### src/rtl/uart_pkg.sv
package uart_pkg;

  // command word and frame geometry
  localparam int cmd_width   = 16;
  localparam int data_bits   = 8;
  localparam int frame_bits  = 11;
  localparam int read_word_w = 9;

  // field view of a command
  typedef struct packed {
    logic       rw;
    logic [6:0] addr;
    logic [7:0] wdata;
  } cmd_fields_t;

  // same word seen as fields or as two line bytes
  typedef union packed {
    cmd_fields_t                    fields;
    logic [1:0][data_bits-1:0]      bytes;
  } cmd_word_u;

endpackage

### src/rtl/uart_tx.sv
`timescale 1ns/1ns

module uart_tx #(
  parameter int clks_per_bit = 434
) (
  input  logic                           clk,
  input  logic                           rst_n,
  input  logic                           tx_start,
  input  logic [uart_pkg::data_bits-1:0] tx_byte,
  output logic                           tx,
  output logic                           tx_busy,
  output logic                           tx_done
);

  localparam int cnt_w = (clks_per_bit > 1) ? $clog2(clks_per_bit) : 1;
  localparam logic [cnt_w-1:0] last_cnt = cnt_w'(clks_per_bit - 1);
  localparam logic [3:0] last_bit = 4'(uart_pkg::frame_bits - 1);

  logic [uart_pkg::frame_bits-1:0] shift_q;
  logic [cnt_w-1:0]                baud_cnt;
  logic [3:0]                      bit_cnt;
  logic                            busy_q;
  logic                            bit_end;

  assign bit_end = busy_q && (baud_cnt == last_cnt);
  // last cycle of the stop bit
  assign tx_done = bit_end && (bit_cnt == last_bit);
  assign tx_busy = busy_q;

  // line comes straight off a flop
  assign tx = shift_q[0];

  always_ff @(posedge clk or negedge rst_n) begin
    if (!rst_n) begin
      shift_q  <= '1;
      busy_q   <= 1'b0;
      baud_cnt <= '0;
      bit_cnt  <= '0;
    end else if (tx_start && !busy_q) begin
      // stop, odd parity, data lsb first, start
      shift_q  <= {1'b1, ~^tx_byte, tx_byte, 1'b0};
      busy_q   <= 1'b1;
      baud_cnt <= '0;
      bit_cnt  <= '0;
    end else if (busy_q) begin
      if (bit_end) begin
        baud_cnt <= '0;
        shift_q  <= {1'b1, shift_q[uart_pkg::frame_bits-1:1]};
        bit_cnt  <= bit_cnt + 4'd1;
        if (bit_cnt == last_bit) begin
          busy_q <= 1'b0;
        end
      end else begin
        baud_cnt <= baud_cnt + 1'b1;
      end
    end
  end

endmodule

### src/rtl/uart_rx.sv
`timescale 1ns/1ns

module uart_rx #(
  parameter int clks_per_bit = 434,
  parameter bit parity_check = 1'b1
) (
  input  logic                           clk,
  input  logic                           rst_n,
  input  logic                           rx_en,
  input  logic                           rx,
  output logic [uart_pkg::data_bits-1:0] rx_byte,
  output logic                           rx_parity_err,
  output logic                           rx_valid
);

  localparam int cnt_w = (clks_per_bit > 1) ? $clog2(clks_per_bit) : 1;
  localparam logic [cnt_w-1:0] last_cnt = cnt_w'(clks_per_bit - 1);
  localparam logic [cnt_w-1:0] half_cnt = cnt_w'(clks_per_bit / 2 - 1);
  // index 0 is the start bit, the stop bit is last
  localparam logic [3:0] stop_idx = 4'(uart_pkg::frame_bits - 1);

  logic [2:0]                     sync_q;
  logic                           busy_q;
  logic [cnt_w-1:0]               cnt_q;
  logic [3:0]                     bit_idx;
  logic [uart_pkg::data_bits:0]   shift_q;
  logic                           valid_q;
  logic                           fall;
  logic                           sample;

  assign fall   = sync_q[2] & ~sync_q[1];
  assign sample = busy_q && (cnt_q == '0);

  always_ff @(posedge clk or negedge rst_n) begin
    if (!rst_n) begin
      sync_q  <= '1;
      busy_q  <= 1'b0;
      cnt_q   <= '0;
      bit_idx <= '0;
      valid_q <= 1'b0;
    end else begin
      sync_q  <= {sync_q[1:0], rx};
      valid_q <= 1'b0;
      if (!busy_q) begin
        if (rx_en && fall) begin
          // half a bit to land on the middle of start
          busy_q  <= 1'b1;
          cnt_q   <= half_cnt;
          bit_idx <= '0;
        end
      end else if (sample) begin
        cnt_q   <= last_cnt;
        bit_idx <= bit_idx + 4'd1;
        if (bit_idx == stop_idx) begin
          busy_q  <= 1'b0;
          valid_q <= 1'b1;
        end
      end else begin
        cnt_q <= cnt_q - 1'b1;
      end
    end
  end

  // start falls out the bottom, parity ends up in the top bit
  always_ff @(posedge clk) begin
    if (sample && (bit_idx != stop_idx)) begin
      shift_q <= {sync_q[1], shift_q[uart_pkg::data_bits:1]};
    end
  end

  assign rx_byte  = shift_q[uart_pkg::data_bits-1:0];
  assign rx_valid = valid_q;

  // odd parity means data plus parity xor to one
  assign rx_parity_err = parity_check ? ~^shift_q : 1'b0;

endmodule

### src/rtl/uart_cmd_ctrl.sv
`timescale 1ns/1ns

module uart_cmd_ctrl (
  input  logic                             clk,
  input  logic                             rst_n,
  input  logic [uart_pkg::cmd_width-1:0]   cmd_in,
  input  logic                             cmd_vld,
  output logic                             cmd_rdy,
  output logic                             tx_start,
  output logic [uart_pkg::data_bits-1:0]   tx_byte,
  input  logic                             tx_busy,
  input  logic                             tx_done,
  output logic                             rx_en,
  input  logic [uart_pkg::data_bits-1:0]   rx_byte,
  input  logic                             rx_parity_err,
  input  logic                             rx_valid,
  output logic [uart_pkg::read_word_w-1:0] read_data,
  output logic                             read_rdy
);

  localparam logic [2:0] st_idle       = 3'd0;
  localparam logic [2:0] st_send_hi    = 3'd1;
  localparam logic [2:0] st_send_lo    = 3'd2;
  localparam logic [2:0] st_wait_reply = 3'd3;
  localparam logic [2:0] st_done       = 3'd4;

  logic [2:0]                       state;
  logic                             pending;
  logic                             accept;
  uart_pkg::cmd_word_u              cmd_q;
  logic [uart_pkg::read_word_w-1:0] read_q;

  // done doubles as a ready slot so a new command can follow the reply
  assign cmd_rdy = (state == st_idle) || (state == st_done);
  assign accept  = cmd_vld && cmd_rdy;

  assign tx_start = pending && !tx_busy;
  assign tx_byte  = (state == st_send_lo) ? cmd_q.bytes[0] : cmd_q.bytes[1];

  assign rx_en     = (state == st_wait_reply);
  assign read_rdy  = (state == st_done);
  assign read_data = read_q;

  always_ff @(posedge clk or negedge rst_n) begin
    if (!rst_n) begin
      state   <= st_idle;
      pending <= 1'b0;
    end else begin
      if (tx_start) begin
        pending <= 1'b0;
      end
      case (state)
        st_idle, st_done: begin
          if (accept) begin
            state   <= st_send_hi;
            pending <= 1'b1;
          end else begin
            state <= st_idle;
          end
        end
        st_send_hi: begin
          if (tx_done) begin
            if (cmd_q.fields.rw) begin
              state   <= st_send_lo;
              pending <= 1'b1;
            end else begin
              state <= st_wait_reply;
            end
          end
        end
        st_send_lo: begin
          if (tx_done) begin
            state <= st_idle;
          end
        end
        st_wait_reply: begin
          // no timeout, a silent remote keeps us here
          if (rx_valid) begin
            state <= st_done;
          end
        end
        default: state <= st_idle;
      endcase
    end
  end

  always_ff @(posedge clk) begin
    if (accept) begin
      cmd_q <= cmd_in;
    end
    if ((state == st_wait_reply) && rx_valid) begin
      read_q <= {rx_parity_err, rx_byte};
    end
  end

endmodule

### src/rtl/uart.sv
`timescale 1ns/1ns

module uart #(
  parameter int clk_hz       = 50000000,
  parameter int baud         = 115200,
  parameter bit parity_check = 1'b1
) (
  input  logic                             clk,
  input  logic                             rst_n,
  input  logic [uart_pkg::cmd_width-1:0]   cmd_in,
  input  logic                             cmd_vld,
  output logic                             cmd_rdy,
  input  logic                             rx,
  output logic                             tx,
  output logic [uart_pkg::read_word_w-1:0] read_data,
  output logic                             read_rdy
);

  // integer bit time, rounding error is left to the line tolerance
  localparam int clks_per_bit = clk_hz / baud;

  logic                           tx_start;
  logic [uart_pkg::data_bits-1:0] tx_byte;
  logic                           tx_busy;
  logic                           tx_done;
  logic                           rx_en;
  logic [uart_pkg::data_bits-1:0] rx_byte;
  logic                           rx_parity_err;
  logic                           rx_valid;

  uart_cmd_ctrl ctrl_i (
    .clk           (clk),
    .rst_n         (rst_n),
    .cmd_in        (cmd_in),
    .cmd_vld       (cmd_vld),
    .cmd_rdy       (cmd_rdy),
    .tx_start      (tx_start),
    .tx_byte       (tx_byte),
    .tx_busy       (tx_busy),
    .tx_done       (tx_done),
    .rx_en         (rx_en),
    .rx_byte       (rx_byte),
    .rx_parity_err (rx_parity_err),
    .rx_valid      (rx_valid),
    .read_data     (read_data),
    .read_rdy      (read_rdy)
  );

  uart_tx #(
    .clks_per_bit (clks_per_bit)
  ) tx_i (
    .clk      (clk),
    .rst_n    (rst_n),
    .tx_start (tx_start),
    .tx_byte  (tx_byte),
    .tx       (tx),
    .tx_busy  (tx_busy),
    .tx_done  (tx_done)
  );

  uart_rx #(
    .clks_per_bit (clks_per_bit),
    .parity_check (parity_check)
  ) rx_i (
    .clk           (clk),
    .rst_n         (rst_n),
    .rx_en         (rx_en),
    .rx            (rx),
    .rx_byte       (rx_byte),
    .rx_parity_err (rx_parity_err),
    .rx_valid      (rx_valid)
  );

endmodule

### config.mk
export PLATFORM = sky130hd
export DESIGN_NAME = uart
export DESIGN_NICKNAME = d
export VERILOG_FILES = /design/src/rtl/uart_pkg.sv /design/src/rtl/uart_tx.sv /design/src/rtl/uart_rx.sv /design/src/rtl/uart_cmd_ctrl.sv /design/src/rtl/uart.sv
export SDC_FILE = /design/constraint.sdc
export NUM_CORES = 1
export LEC_CHECK = 0
export ABC_AREA = 1
export CELL_PAD_IN_SITES_DETAIL_PLACEMENT = 0
export CELL_PAD_IN_SITES_GLOBAL_PLACEMENT = 1
export CORE_MARGIN = 3
export CORE_UTILIZATION = 46
export DETAILED_ROUTE_END_ITERATION = 12
export DONT_BUFFER_PORTS = 1
export GPL_TIMING_DRIVEN = 0
export PLACE_DENSITY = 0.78
export RECOVER_POWER = 25
export SYNTH_ARGS = -nofsm -noshare
export SYNTH_HDL_FRONTEND = slang
export SYNTH_SLANG_ARGS = --single-unit
### constraint.sdc
create_clock -name clk -period 4.6 [get_ports clk]
set_clock_uncertainty 0.2 [all_clocks]
set_input_delay 0.69 -clock clk [delete_from_list [all_inputs] [get_ports clk]]
set_output_delay 0.69 -clock clk [all_outputs]
set_load 0.01 [all_outputs]
== Yosys cells after proc, flatten, opt, wreduce, memory -nomap -nowiden ==
Cells that the tools add are included.

* Add/subtract/negate cells: 4
* Equal/unequal tests: 12
* Multiplexer cells: 38
* Bitwise gates (word level): 2
* Reductions and logical operators: 22

{| class="wikitable"
|+ Operator list
! operator !! number
|-
| $mux W9 || 6
|-
| $mux W11 || 3
|-
| $mux W4 || 6
|-
| $mux W1 || 17
|-
| $pmux W3 S4 || 1
|-
| $add A9 B1 Y9 const B || 1
|-
| $eq A9 B9 Y1 const B || 1
|-
| $logic_and A1 B1 Y1 || 9
|-
| $logic_not A9 Y1 || 1
|-
| $mux W3 || 3
|-
| $reduce_xnor A9 Y1 || 1
|-
| $sub A9 B1 Y9 const B || 1
|-
| $add A4 B1 Y4 const B || 2
|-
| $eq A4 B4 Y1 const B || 2
|-
| $mux W8 || 1
|-
| $reduce_xnor A8 Y1 || 1
|-
| $eq A3 B2 Y1 const B || 2
|-
| $reduce_bool A2 Y1 || 3
|-
| $ne A2 B1 Y1 const B || 2
|-
| $ne A2 B2 Y1 const B || 2
|-
| $ne A4 B4 Y1 const B || 1
|-
| $reduce_and A2 Y1 || 2
|-
| $eq A3 B1 Y1 const B || 1
|-
| $eq A3 B3 Y1 const B || 1
|-
| other kinds (8) || 8
|}

* Flip-flop bits (word level): 81
* Bits of input ports: 20
* Output and inout bits: 12
* Word-level logic and storage cells: 92

== Logic depth before layout (Yosys ltp) ==
Gate-level depths: netlist of run 1.

* Depth in word-level cells: 6
* Mapped depth: 14
* Gate-level depth less buffers: 13

== Cells and area by module ==
Synthesis of run 1 repeated with hierarchy kept, for this count alone.

* Cell total of the unflattened synthesis: 451
* Area total of the unflattened synthesis: 4037.6 um^2

{| class="wikitable"
|+ Modules (own cells, without submodules)
! module !! times used !! cells an instance !! area each (um^2) !! seq. area each (um^2)
|-
| uart_rx || 1 || 167 || 1456.4 || 724.4
|-
| uart_tx || 1 || 197 || 1413.9 || 613.1
|-
| uart_cmd_ctrl || 1 || 87 || 1167.4 || 850.8
|}

== Least setup slack after synthesis of run 1 ==
OpenSTA, ideal clock, no wires.

* Path type: flip-flop to flip-flop
* From: reg tx_i.baud_cnt[1] (netlist name)
* To: reg ctrl_i.read_q, in the netlist ctrl_i.read_data[0] (enable)
* Setup time: 374 ps
* Arrival: 1769 ps
* Data required time: 4026 ps
* Path slack: 2257 ps
* Cell stages (with the launch flop): 11
* Buffers on the path: 0
* Clock period less this slack: 2343 ps
* Cells stage by stage: dfrtp_1 -> inv_1 -> ha_1 -> nand2_1 -> nor2_1 -> nand3_2 -> clkinv_2 -> nand4_1 -> o21ai_0 -> o21ai_0 -> nor2_1

{| class="wikitable"
|+ RTL lines
! item !! RTL line !! source
|-
| end signal, assigned || uart_cmd_ctrl.sv:92 || <nowiki>read_q <= {rx_parity_err, rx_byte};</nowiki>
|-
| end, declared || uart_cmd_ctrl.sv:31 || <nowiki>logic [uart_pkg::read_word_w-1:0] read_q;</nowiki>
|}

==> results of run 1 <==
## through the flow
step           setup slack [ps]  area, µm²  power (mW)  instances  hold WS [ps]
2_1_floorplan              2260       3700       0.785        374           145
3_3_place_gp               1730       3830       0.787        476           148
3_5_place_dp               1700       3830       0.788        476           154
4_1_cts                    1660       4050        1.29        494           103
5_1_grt                     915       4030        1.31        494          96.8
6_report                   1380       4030        1.26        494           132
## area by class of cell
type                            count  area, µm²
Buffer                              5       42.5
Clock buffer                        9        124
Clock inverter                      7       60.1
Fill cell                         733       3730
Inverter                           53        200
Multi-Input combinational cell    236       1280
Sequential cell                    80       2190
Tap cell                          102        128
Timing Repair Buffer                2       13.8
## report_power, final
part	internal, mW	switching [mW]	total (mW)
clock	0.207	0.276	0.483
sequential	0.757	0.00419	0.761
combinational	0.00663	0.0131	0.0198
## cell families (layout without fill, tap and decap cells)
| group | after synthesis | after routing | synth area share |
|---|---|---|---|
| AO/OA/AOI/OAI | 44 | 44 | 0.0763 |
| buffers and inverters | 58 | 76 | 0.0655 |
| flip-flops | 80 | 80 | 0.591 |
| adder cells (fa/ha/maj) | 7 | 7 | 0.0236 |
| AND/OR/NAND/NOR | 166 | 166 | 0.199 |
| XOR/XNOR | 19 | 19 | 0.0449 |
## routing by layer
| metal | share of wire | routed length, µm | track usage | up-vias |
|---|---|---|---|---|
| li1 | - | - | - | 1249 |
| met1 | 0.45 | 3010 | 0.208 | 1148 |
| met2 | 0.47 | 3100 | 0.252 | 47 |
| met3 | 0.060 | 395 | 0.0579 | 11 |
| met4 | 0.017 | 110 | 0.0687 | 0 |
| met5 | 0 | 0 | 0 | - |
## state kept, by name (all words and copies together) (netlist names)
| name | cells |
|---|---|
| rx_i.cnt_q | 9 |
| rx_i.bit_idx | 4 |
| ctrl_i.read_data | 9 |
| tx_i.tx_busy | 1 |
| ctrl_i.state | 3 |
| rx_i.shift_q | 9 |
| rx_i.busy_q | 1 |
| rx_i.sync_q | 3 |
| tx_i.shift_q | 10 |
| tx_i.baud_cnt | 9 |
| rx_i.rx_valid | 1 |
| ctrl_i.cmd_q | 16 |
| ctrl_i.pending | 1 |
| tx_i.bit_cnt | 4 |
## worst paths after layout
check	startpoint	slack, ps	endpoint	cells past startpoint
max	rst_n	1380	rx_i.rx_valid	2
min	rx	130	rx_i.sync_q[0]	0
max reg2reg	tx_i.baud_cnt[1]	1700	ctrl_i.read_data[7]	10
min reg2reg	rx_i.sync_q[0]	170	rx_i.sync_q[1]	0
max in group clk	tx_i.baud_cnt[1]	1700	ctrl_i.read_data[7]	10
min in group asynchronous	rst_n	1420	tx_i.baud_cnt[3]	2
## cell usage after synthesis, types with 3 or more instances
master / number / share of area
dfstp_2: 13 / 0.092
o211ai_1: 3 / 0.0061
o221ai_1: 8 / 0.019
nand4_1: 3 / 0.0051
o21ai_0: 15 / 0.020
nor2_2: 3 / 0.0051
nor2_1: 22 / 0.022
buf_6: 3 / 0.0091
xor2_1: 13 / 0.031
nand2_2: 5 / 0.0084
edfxtp_1: 34 / 0.28
nor3_1: 4 / 0.0054
o22ai_1: 3 / 0.0051
nand3_1: 16 / 0.022
nand2_1: 102 / 0.10
inv_2: 6 / 0.0061
ha_1: 7 / 0.024
nand3b_1: 5 / 0.010
inv_1: 46 / 0.047
xnor2_1: 6 / 0.014
a21oi_1: 7 / 0.0095
dfrtp_1: 33 / 0.22
==> flow_summary.ini, run 1 <==
[timing]
slew_headroom = -0.629
rsz0062_at_grt = false
fmax_ghz = 0.310
final_max_slew_viol_count = 47
setup_viol = 0
hold_viol = 0
finalCriticalPeriod_ps = 3220
fin_crit_sh = 0.701
worstMarginPinSlew_ps = 2440
tns_ps = 0

[clock_tree]
post_cts_resized = 0
clock_latency_ps = 350
cts_root_buf = clkbuf_8
cts-htree-levels = 3
post-cts-setup-buffers = 0
cts_hold_buf = 2
cts_buffer_depth = 2
numCtsBuffers = 9
cts_sinks = 80
clkSlewWorstSetupHoldPaths_ps = 80
cts_tree = done

[status]
status = finished, violations left
violations = max-capacitance violations, max-slew violations

[synthesis]
ys_seq_area_frac = 0.591
synth.distinct_cells = 36
ys_async_sr_fraction = 0.575
ys_seq_elements = 80
synthesis.nets = 401
avgSynthCellArea_um2 = 9.91
synthCells = 374
synth_edf_count = 34
syn_area_um2 = 3700
yosysWarnings = 0
ys.flop_type = edfxtp_1

[pwr]
ir_drop_mv = 0.291
p_per_area_nw_per_um2 = 314
p_leak_nw = 1.86

[setup_path]
path_cells = dlygate4sd3_1 -> clkbuf_1
worst-path-buf-inv = 2
crit_family = buffers and inverters
crit_slowest_cell = clkbuf_1
worstPathRequired_ps = 4350
worstPathArrival_ps = 2980
critPathCaptureType = asynchronous set/reset pin
max_stage_delay_ps = 1730
startpoint_type = input pin
path_max_fanout = 46
crit_type = input pin to asynchronous set/reset pin

[floorplan]
start_util = 0.477
dieHeight_um = 95.7
dieArea_um2 = 9170
rows = 32
top_level_ports = 32
coreArea_um2 = 7770
die_width_um = 95.7

[drt]
drtAntennaViolNets = 0
drt-pass1-iter-count = 5
wl_per_cell_um = 13.4
drc = 0
drt-total-wl_um = 6610
drtIter0Drc = 89
route.vias.total = 2455
viasPerCell = 4.97

[placement]
port-buffer-count = 0
dpl.hpwl_um = 4790
place.gp.congestion = 0.750

[layout]
final_common_cell = nand2_1
antenna_cells = 0
syn2layout_area_growth_pct = 8.85
nets = 414
fin_util = 0.519
drive_above_1_share = 0.138
final_cell_mix = nand2_1 (102), inv_1 (46), edfxtp_1 (34)

[global_route]
grt_pass1_vias = 2470
grt-ovfl-total = 0
grt_pass1_wl_um = 11500
grt_max_degree = 47
antenna_found_initial = 0
gr-usage-all-layers = 0.163

[min_path]
hold_path.class = input pin to flip-flop

[flow_run]
cap_violations = 1
Power figures use the tool's default switching activity.
==> inputs of run 2 (changes only) <==
--- a/config.mk
+++ b/config.mk
@@ -9,7 +9,7 @@
 export CELL_PAD_IN_SITES_DETAIL_PLACEMENT = 0
 export CELL_PAD_IN_SITES_GLOBAL_PLACEMENT = 1
 export CORE_MARGIN = 3
-export CORE_UTILIZATION = 46
+export CORE_UTILIZATION = 44
 export DETAILED_ROUTE_END_ITERATION = 12
 export DONT_BUFFER_PORTS = 1
 export GPL_TIMING_DRIVEN = 0
==> constraint.sdc (replaced) <==
create_clock -name clk -period 2.75 [get_ports clk]
set_clock_uncertainty 0.2 [all_clocks]
set_input_delay 0.4125 -clock clk [delete_from_list [all_inputs] [get_ports clk]]
set_output_delay 0.4125 -clock clk [all_outputs]
set_load 0.01 [all_outputs]
==> flow_summary.ini, run 2 (same netlist as run 1, synthesis figures left out) <==
[setup_path]
rr_worst_depth = 11
crit_start = tx_i.baud_cnt[1]
r2r_end = ctrl_i.read_data[7]
critPathCaptureType = flip-flop
worstPathRequired_ps = 2640
path_max_fanout = 10
rr_startpoint = tx_i.baud_cnt[1]
startpoint_type = flip-flop
ff2ff_setup_slack_ps = 270
crit_type = flip-flop to flip-flop
endpoint = ctrl_i.read_data[7]
worstPathArrival_ps = 2370

[min_path]
hold_path.class = flip-flop to flip-flop
min_path_cells = 0

[timing]
hold_viol = 0
fin_crit_sh = 0.901
slew_headroom = 0.238
setup_ws_ps = 272
final_max_slew_viol_count = 0
setup_viol = 0
fmax_ghz = 0.404
worstMarginPinSlew_ps = 1140
finalCriticalPeriod_ps = 2480
rsz0062_at_grt = false

[drt]
drtIter0Drc = 101
wl_per_cell_um = 13.8
drc = 0
route.vias.total = 2564
drt-total-wl_um = 7090
drtAntennaViolNets = 0
viasPerCell = 5.01
drt-pass1-iter-count = 4

[layout]
drive_above_1_share = 0.144
final_common_cell = nand2_1
nFillCells = 707
largest_register_ffs = 16
final_cell_mix = nand2_1 (102), inv_1 (46), edfxtp_1 (34)
fin_util = 0.535
antenna_cells = 0
top_register = ctrl_i.cmd_q
syn2layout_area_growth_pct = 15.0
nets = 432
top_regs = ctrl_i.cmd_q (16), tx_i.shift_q (10)

[clock_tree]
cts_buffer_depth = 2
clkSlewWorstSetupHoldPaths_ps = 90
cts_tree = done
cts_root_buf = clkbuf_8
clock_latency_ps = 360
cts-htree-levels = 3
cts_sinks = 80
numCtsBuffers = 9

[floorplan]
dieHeight_um = 97.8
rows = 32
top_level_ports = 32
dieArea_um2 = 9560
start_util = 0.465
die_width_um = 97.8
coreArea_um2 = 7970

[pwr]
p_per_area_nw_per_um2 = 526
p_total_mw = 2.24
ir_drop_mv = 0.365
p_leak_nw = 1.96

[global_route]
grt-ovfl-total = 0
grt_max_degree = 47
grt_pass1_wl_um = 12500
grt_pass1_vias = 2563
antenna_found_initial = 0
gr-usage-all-layers = 0.162

[placement]
place.gp.congestion = 0.805
port-buffer-count = 0
dpl.hpwl_um = 4830
post-place-ws_ps = -177

[status]
status = complete, no violations

[flow_run]
cap_violations = 0
run 2: changes by cell type in the layout (fill, tap and decap cells not counted), sizes merged:
cell / previous run / this run
inv: 57 / 55
bufinv: 0 / 1
clkinvlp: 1 / 0
dlygate4sd3: 1 / 18
buf: 4 / 5
clkinv: 2 / 4
run 2: worst min path at each step:
| stage | startpoint | end |
|---|---|---|
| after floorplan | rst_n | ctrl_i.pending |
| after global placement | rst_n | tx_i.baud_cnt[5] |
| after detailed placement | rst_n | tx_i.baud_cnt[3] |
| after CTS | rx_i.sync_q[0] | rx_i.sync_q[1] |
| after global routing | rx_i.sync_q[0] | rx_i.sync_q[1] |
| final | rx_i.sync_q[0] | rx_i.sync_q[1] |
run 2: through the flow:
stage	hold slack, ps	setup TNS [ps]	instances	cell area (µm²)
4_1_cts	166	0	511	4260
3_3_place_gp	-81.4	-1450	476	3830
3_5_place_dp	-81.3	-1590	476	3830
2_1_floorplan	-83.1	0	374	3700
5_1_grt	177	0	512	4260
6_report	169	0	512	4260
run 2: what timing repair did:
item | CTS | global route
hold endpoints to repair | 63 | 0
setup buffers | 0 | 1
pin swaps | 0 | 1
gates resized for setup | 2 | 2
hold buffers | 19 | 0
endpoints found under the setup margin | 9 | 18
run 2: report_power, final:
group	total [mW]	switching (mW)	leakage, nW	internal, mW
Sequential	1.27	0.00746	0.882	1.27
Combinational	0.0547	0.0273	0.968	0.0274
Clock	0.913	0.476	0.106	0.437
Total	2.24	0.511	1.96	1.73
run 2: routing by layer:
metal / global-route usage / routed length, µm / vias to the layer above
li1: - / - / 1279
met1: 0.216 / 3310 / 1243
met2: 0.250 / 3340 / 36
met3: 0.0636 / 370 / 6
met4: 0.0415 / 74 / 0
met5: 0 / 0 / -
run 2: worst max-delay path, cell delays in order, from the launching register on:
cell and delay [ps]:
dfrtp_1 400, inv_1 80, ha_1 140, nand2_1 50, nor2_1 110, nand3_2 190, clkinv_2 190, nand4_1 170
o21ai_0 140, o21ai_1 220, nor2_4 180, buf_12 140
run 2: cell type report:
cell class,count,area [µm²],share of cell area
multi-input cells,236,1290,0.302
plain buffers,5,42.5,0.00999
repair buffers,20,205,0.0482
clock buffers,9,124,0.0291
clock inverters,7,85.1,0.0200
flip-flops and latches,80,2190,0.514
inverters,53,200,0.0470
well taps,102,128,0.0300
